## src/logic/ingress_pkg.sv

```systemverilog
// mpls ingress front end shared definitions
// widths, buffer depths and bus word layouts

package ingress_pkg;

    ////////////////////////////////////////////////////////////////////////////
    // sizes

    // bytes per converged word toward the packet processor
    localparam int CONV_BYTES  = 8;
    localparam int NUM_PORTS   = 2;
    // converged words per port buffer, 256 byte packets at most
    localparam int FIFO_DEPTH  = 32;
    localparam int FIFO_ADDR_W = $clog2(FIFO_DEPTH);
    // credits granted by the sink after reset
    localparam int CREDIT_MAX  = 8;

    ////////////////////////////////////////////////////////////////////////////
    // vector types

    typedef logic [CONV_BYTES*8-1:0]        conv_data_t;
    // bit n covers byte lane n
    typedef logic [CONV_BYTES-1:0]          conv_keep_t;
    typedef logic [$clog2(NUM_PORTS)-1:0]   port_index_t;
    typedef logic [NUM_PORTS-1:0]           port_mask_t;
    typedef logic [$clog2(CREDIT_MAX+1)-1:0] credit_count_t;
    typedef logic [FIFO_ADDR_W-1:0]         fifo_addr_t;
    // one extra bit so a full buffer is representable
    typedef logic [FIFO_ADDR_W:0]           fifo_count_t;

    ////////////////////////////////////////////////////////////////////////////
    // bus words

    // packer output, one converged word
    typedef struct packed {
        conv_data_t data;
        conv_keep_t keep;
        logic       last;
    } ingress_word_t;

    // converged bus word, source port in the user field
    typedef struct packed {
        conv_data_t  data;
        conv_keep_t  keep;
        logic        last;
        port_index_t port;
    } converged_word_t;

    // packet arbiter states
    typedef enum logic {
        arb_idle,
        arb_stream
    } arb_state_t;

endpackage

```

## src/logic/ingress_word_packer.sv

```systemverilog
// ingress word packer
// gathers port words into converged words and buffers whole packets
`timescale 1ns/1ps

module ingress_word_packer #(
    parameter int PORT_BYTES = 1
) (
    input  logic                       clk_ifc,
    input  logic                       reset,
    input  logic                       in_valid,
    input  logic [PORT_BYTES*8-1:0]    in_data,
    input  logic                       in_last,
    input  logic                       pop,
    output ingress_pkg::ingress_word_t head_word,
    output logic                       pkt_ready,
    output logic                       overflow
);
    import ingress_pkg::*;

    // port words per converged word
    localparam int LANES  = CONV_BYTES / PORT_BYTES;
    localparam int LANE_W = (LANES > 1) ? $clog2(LANES) : 1;

    logic [LANE_W-1:0] lane;
    logic              lane_full;
    ingress_word_t     asm_word;
    ingress_word_t     asm_next;
    logic              wr_pending;
    logic              wr_en;
    logic              full;

    ingress_word_t     mem [FIFO_DEPTH];
    fifo_addr_t        wr_ptr;
    fifo_addr_t        rd_ptr;
    fifo_count_t       fill;
    fifo_count_t       pkt_cnt;

    ////////////////////////////////////////////////////////////////////////////
    // assembly

    assign lane_full = (int'(lane) == LANES - 1);

    // little endian, first port word in lane 0
    always_comb begin
        asm_next = asm_word;
        // new converged word, clear stale bytes above the valid ones
        if (lane == '0) begin
            asm_next.data = '0;
            asm_next.keep = '0;
        end
        asm_next.data[int'(lane)*PORT_BYTES*8 +: PORT_BYTES*8] = in_data;
        asm_next.keep[int'(lane)*PORT_BYTES +: PORT_BYTES]     = '1;
        asm_next.last = in_last;
    end

    always_ff @(posedge clk_ifc) begin
        if (in_valid) begin
            asm_word <= asm_next;
        end
    end

    // lane counter, write request one clock after the filling word
    always_ff @(posedge clk_ifc) begin
        if (reset) begin
            lane       <= '0;
            wr_pending <= 1'b0;
        end else begin
            wr_pending <= in_valid && (lane_full || in_last);
            if (in_valid) begin
                lane <= (lane_full || in_last) ? '0 : lane + 1'b1;
            end
        end
    end

    ////////////////////////////////////////////////////////////////////////////
    // store and forward buffer

    assign full  = (fill == fifo_count_t'(FIFO_DEPTH));
    // word at a full buffer is dropped
    assign wr_en = wr_pending && !full;

    always_ff @(posedge clk_ifc) begin
        if (wr_en) begin
            mem[wr_ptr] <= asm_word;
        end
    end

    // show-ahead head
    assign head_word = mem[rd_ptr];

    always_ff @(posedge clk_ifc) begin
        if (reset) begin
            wr_ptr <= '0;
            rd_ptr <= '0;
            fill   <= '0;
        end else begin
            if (wr_en) begin
                wr_ptr <= wr_ptr + 1'b1;
            end
            if (pop) begin
                rd_ptr <= rd_ptr + 1'b1;
            end
            case ({wr_en, pop})
                2'b10:   fill <= fill + 1'b1;
                2'b01:   fill <= fill - 1'b1;
                default: fill <= fill;
            endcase
        end
    end

    // complete packets held in the buffer
    always_ff @(posedge clk_ifc) begin
        if (reset) begin
            pkt_cnt <= '0;
        end else begin
            case ({wr_en && asm_word.last, pop && head_word.last})
                2'b10:   pkt_cnt <= pkt_cnt + 1'b1;
                2'b01:   pkt_cnt <= pkt_cnt - 1'b1;
                default: pkt_cnt <= pkt_cnt;
            endcase
        end
    end

    assign pkt_ready = (pkt_cnt != '0);

    // sticky until reset
    always_ff @(posedge clk_ifc) begin
        if (reset) begin
            overflow <= 1'b0;
        end else if (wr_pending && full) begin
            overflow <= 1'b1;
        end
    end

endmodule

```

## src/logic/mpls_ingress.sv

```systemverilog
// mpls ingress front end
// narrow and wide ports packed side by side, merged onto the converged bus
`timescale 1ns/1ps

module mpls_ingress (
    input  logic                         clk_ifc,
    input  logic                         reset,
    input  logic                         narrow_valid,
    input  logic [7:0]                   narrow_data,
    input  logic                         narrow_last,
    input  logic                         wide_valid,
    input  logic [31:0]                  wide_data,
    input  logic                         wide_last,
    output logic                         out_valid,
    output ingress_pkg::converged_word_t out_word,
    input  logic                         out_credit,
    output ingress_pkg::port_mask_t      overflow
);
    import ingress_pkg::*;

    // index 0 narrow, index 1 wide
    port_mask_t    pkt_ready;
    port_mask_t    pop;
    ingress_word_t head_word0;
    ingress_word_t head_word1;

    // port 0, one byte per word
    ingress_word_packer #(
        .PORT_BYTES (1)
    ) narrow_packer (
        .clk_ifc   (clk_ifc),
        .reset     (reset),
        .in_valid  (narrow_valid),
        .in_data   (narrow_data),
        .in_last   (narrow_last),
        .pop       (pop[0]),
        .head_word (head_word0),
        .pkt_ready (pkt_ready[0]),
        .overflow  (overflow[0])
    );

    // port 1, four bytes per word
    ingress_word_packer #(
        .PORT_BYTES (4)
    ) wide_packer (
        .clk_ifc   (clk_ifc),
        .reset     (reset),
        .in_valid  (wide_valid),
        .in_data   (wide_data),
        .in_last   (wide_last),
        .pop       (pop[1]),
        .head_word (head_word1),
        .pkt_ready (pkt_ready[1]),
        .overflow  (overflow[1])
    );

    packet_arbiter packet_arbiter_inst (
        .clk_ifc    (clk_ifc),
        .reset      (reset),
        .pkt_ready  (pkt_ready),
        .head_word0 (head_word0),
        .head_word1 (head_word1),
        .pop        (pop),
        .out_valid  (out_valid),
        .out_word   (out_word),
        .out_credit (out_credit)
    );

endmodule

```

## src/logic/packet_arbiter.sv

```systemverilog
// packet arbiter
// round-robin over whole packets, port tagging, credit counted output
`timescale 1ns/1ps

module packet_arbiter (
    input  logic                         clk_ifc,
    input  logic                         reset,
    input  ingress_pkg::port_mask_t      pkt_ready,
    input  ingress_pkg::ingress_word_t   head_word0,
    input  ingress_pkg::ingress_word_t   head_word1,
    output ingress_pkg::port_mask_t      pop,
    output logic                         out_valid,
    output ingress_pkg::converged_word_t out_word,
    input  logic                         out_credit
);
    import ingress_pkg::*;

    arb_state_t    state;
    port_index_t   grant;
    port_index_t   last_served;
    port_index_t   pick;
    credit_count_t credits;
    ingress_word_t head_sel;
    logic          send;

    ////////////////////////////////////////////////////////////////////////////
    // selection

    // other port first, else the one just served
    always_comb begin
        pick = ~last_served;
        if (!pkt_ready[pick]) begin
            pick = last_served;
        end
    end

    assign head_sel = (grant == port_index_t'(1)) ? head_word1 : head_word0;

    // one word per clock while a credit is held
    assign send = (state == arb_stream) && (credits != '0);

    always_comb begin
        pop        = '0;
        pop[grant] = send;
    end

    always_ff @(posedge clk_ifc) begin
        if (reset) begin
            state       <= arb_idle;
            grant       <= '0;
            // port 0 wins the first tie
            last_served <= '1;
        end else begin
            case (state)
                arb_idle: begin
                    if (pkt_ready != '0) begin
                        grant <= pick;
                        state <= arb_stream;
                    end
                end
                arb_stream: begin
                    // packet done once its last word leaves the buffer
                    if (send && head_sel.last) begin
                        last_served <= grant;
                        state       <= arb_idle;
                    end
                end
                default: state <= arb_idle;
            endcase
        end
    end

    ////////////////////////////////////////////////////////////////////////////
    // output register

    always_ff @(posedge clk_ifc) begin
        if (reset) begin
            out_valid <= 1'b0;
        end else begin
            out_valid <= send;
        end
    end

    always_ff @(posedge clk_ifc) begin
        if (send) begin
            out_word.data <= head_sel.data;
            out_word.keep <= head_sel.keep;
            out_word.last <= head_sel.last;
            out_word.port <= grant;
        end
    end

    ////////////////////////////////////////////////////////////////////////////
    // credits

    // +1 per returned credit, -1 per word sent
    always_ff @(posedge clk_ifc) begin
        if (reset) begin
            credits <= '0;
        end else if (out_credit && !send) begin
            if (credits < credit_count_t'(CREDIT_MAX)) begin
                credits <= credits + 1'b1;
            end
        end else if (send && !out_credit) begin
            credits <= credits - 1'b1;
        end
    end

endmodule

```

## config.mk

```make
export PLATFORM = sky130hd
export DESIGN_NAME = mpls_ingress
export DESIGN_NICKNAME = d
export VERILOG_FILES = /design/src/logic/ingress_pkg.sv /design/src/logic/ingress_word_packer.sv /design/src/logic/mpls_ingress.sv /design/src/logic/packet_arbiter.sv
export SDC_FILE = /design/constraint.sdc
export NUM_CORES = 2
export LEC_CHECK = 0
export BUFFER_PORTS_ARGS = -buffer_cell sky130_fd_sc_hd__buf_2
export CELL_PAD_IN_SITES_DETAIL_PLACEMENT = 0
export CELL_PAD_IN_SITES_GLOBAL_PLACEMENT = 1
export CORE_UTILIZATION = 40
export DETAILED_ROUTE_END_ITERATION = 12
export GPL_ROUTABILITY_DRIVEN = 0
export PLACE_DENSITY = 0.57
export SKIP_CTS_REPAIR_TIMING = 1
export SYNTH_ARGS = -nofsm -noshare
export SYNTH_HDL_FRONTEND = slang
export SYNTH_MEMORY_MAX_BITS = 65536
export SYNTH_SLANG_ARGS = --single-unit
```

## constraint.sdc

```tcl
create_clock -name clk_ifc -period 4.65 [get_ports clk_ifc]
set_input_delay 0.93 -clock clk_ifc [delete_from_list [all_inputs] [get_ports clk_ifc]]
set_output_delay 0.93 -clock clk_ifc [all_outputs]
set_load 0.02 [all_outputs]
```

==> metrics.md <==
| Metric | Value |
|---|---|
| Outcome | finished clean |
| Std cell rows | 246 |
| Die height | 675 um |
| Hold/Removal Path Class | input pin to flip-flop |
| CTS H-tree depth | 6 |
| Max-cap check violation count | 0 |
| Final hold vios | 0 |
| Via density | 5.81 |
| Area Growth Syn to Fin | 14.9% |
| Area contributors post-synth | edfxtp_1 (78%), mux4_2 (17%), dfxtp_1 (0.77%) |
| Ys async rst share | 0% |
| TritonRoute pass-1 iters | 5 |
| Die area | 0.455 mm2 |
| Vias in the first global route | 85845 |
| GRT Total Usage | 22.2% |
| Crit-path slowest cell | mux2i_1 |
| Initial antenna violation count | 35 |
| Clock-pin slew on the worst setup and hold paths | 60 ps |
| Avg Cell Area, Syn | 24.4 um2 |
| I/O Buffers | 123 |
| Via count | 83514 |
| Synth Flop Type | edfxtp_1 |
| CP cell instances | buf_12, buf_12, mux4_2, mux4_2, mux2i_1, o21ai_1 |
| Minimum clock period | 4060 ps |
| Post-synthesis sequential area ratio | 78.6% |
| Final setup vio count | 0 |
| Post-DP Area | 0.192 mm2 |
| # clock sinks | 4764 |
| Post-Route Skew | 42.9 ps |
| Setup WS post-layout | 594 ps |
| CTS max path bufs | 4 |
| Max Freq | 247 MHz |
| RSZ-0062 raised after global routing | no |
| Critical Path Start Type | flip-flop |
| Layout cells sized above 1 | 31.6% |
| Clock Latency Late Sink | 1030 ps |
| Top-area cell type share of the netlist area | 77.8% |
| Die W | 675 um |
| Nets@finish | 8069 |
| Remaining global-route overflow | 0 |
| Worst-path maximum fanout | 74 |
| Residual DRC | 0 |
| Worst path arrival time | 4780 ps |
| First-pass GRT wire length | 701000 um |
| DRT iter0 DRCs | 9615 |
| Core Footprint | 0.450 mm2 |
| Routed WL per cell | 35.3 um |
| Worst EP required | 5380 ps |
| Worst path max stage delay | 880 ps |
| Number of synthesized flops with an enable pin | 4694 |
| Pre-CTS WS | 648 ps |
| Endpoint class of the critical path | flip-flop |
| Cell Area, Synth | 0.181 mm2 |
| Worst VDD drop | 326 uV |
| Yosys warning count | 0 |
| DPL Wire Length | 267000 um |
| Final Core Density | 46.3% |
| CTS root buf | clkbuf_16 |
| Pwr Density | 451 mW/mm2 |
| Rel. slew slack | 13.9% |
| Worst slew pin tran | 1260 ps |
| Most frequent cells after synthesis | edfxtp_1 (4694), mux4_2 (1392), clkbuf_1 (209), nor2_1 (136), nand2_1 (102) |
| Synthesized Nets | 7499 |
| Kind of critical path | flip-flop to flip-flop |
| Largest net degree at the start of global routing | 99 |
| Post-Route WL | 508000 um |
| Yosys top cell by area | edfxtp_1 |
| ANT nets after route | 0 |
| Top Ports | 124 |
| Cell with the most instances after synthesis | edfxtp_1 |
| Starting density of the core | 40.3% |
| Cell variety after synth | 55 |
| Slew Limit Fails | 0 |
| P_leak | 62.4 nW |
| Design Area, Final | 0.208 mm2 |
| Cell count after synthesis | 7417 |
| CTS buffer count | 522 |
| CTS tree | built |
| Tcrit/Tclk final | 87.2% |
| Flops & latches, synth | 4764 |
layer usage:
layer / part of all wire (%) / global-route usage (%) / wire, um / vias to the layer above
met1: 41 / 30.3 / 209000 / 46922
met4: 2.3 / 5.36 / 11800 / 6
li1: - / - / - / 33112
met2: 51 / 38.1 / 260000 / 2865
met5: 0.0075 / 0 / 38 / -
met3: 5.4 / 2.68 / 27300 / 609
state kept, by name, summed over array words and instances (netlist names), 6 cells and up, named ones only:
name                          count
packet_arbiter_inst.out_word     74
narrow_packer.mem              2336
wide_packer.pkt_cnt               6
narrow_packer.pkt_cnt             6
wide_packer.mem                2144
narrow_packer.fill                6
narrow_packer.asm_word           73
wide_packer.fill                  6
wide_packer.asm_word             67
worst max-delay path, delay by kind of cell (launching register included):
| family | cells | cell delay (ps) |
|---|---|---|
| multiplexers | 3 | 1950 |
| buffers and inverters | 2 | 870 |
| flip-flops | 1 | 510 |
| AO/OA/AOI/OAI | 1 | 130 |
path summary, 6_finish.rpt:
kind | startpoint | endpoint | slack, ps | depth (start not counted)
worst min-delay path | narrow_last | narrow_packer.asm_word[0]$_DFFE_PP_ | 150 | 1
worst max-delay path | flip-flop | packet_arbiter_inst.out_word[13]$_DFFE_PN_ | 590 | 6
worst min register to register | wide_packer.fill[3]$_SDFFE_PP0P_ | wide_packer.fill[3]$_SDFFE_PP0P_ | 480 | 2
worst max register to register | flip-flop | packet_arbiter_inst.out_word[13]$_DFFE_PN_ | 590 | 6
kinds of logic (layout without fill, tap and decap cells):
group,Yosys count,count (layout),synth area share [%]
and+or+nand+nor,461,461,1.28
AOI/OAI and AO/OA,171,171,0.569
other,0,41,0
buffers and inverters,409,1372,0.939
adders and majority gates,35,35,0.254
DFF,4764,4764,78.6
muxes,1546,1546,18.2
xor gates and xnor gates,31,31,0.150
cells in the final DEF, fill, tap and decap left out, drive strengths merged, types with 21 or more instances in the layout:
cell type	n
o21ai	77
a21oi	37
buf	428
ha	32
diode	41
clkinv	207
nor2	136
and2	97
mux2	70
bufinv	21
mux4	1392
mux2i	84
xor2	24
dfxtp	70
nand2	102
inv	53
edfxtp	4694
clkbuf	657
nor2b	46
power breakdown:
part / switching, mW / internal (mW)
registers: 0.907 / 47.7
logic: 3.23 / 3.00
clock network: 16.8 / 22.2
metrics by stage:
stage | power, mW | TNS (ps) | cells | hold WS (ps)
after global routing | 96.7 | 0 | 14350 | 88.0
final | 93.9 | 0 | 14373 | 153
after detailed placement | 56.0 | 0 | 13415 | 471
after global placement | 55.9 | 0 | 13415 | 465
after floorplan | 53.4 | -75770 | 7417 | 426
after CTS | 94.8 | 0 | 14332 | 50.3
final cells by class:
cell class	count	area (um2)
clock buffer	657	13800
inverter	27	104
fill	36518	242000
clock inverter	260	2210
timing repair buffer	428	4430
multi-input combinational	2244	37600
antenna	41	103
tap	5952	7450
sequential	4764	142000
Power figures use the tool's default switching activity.
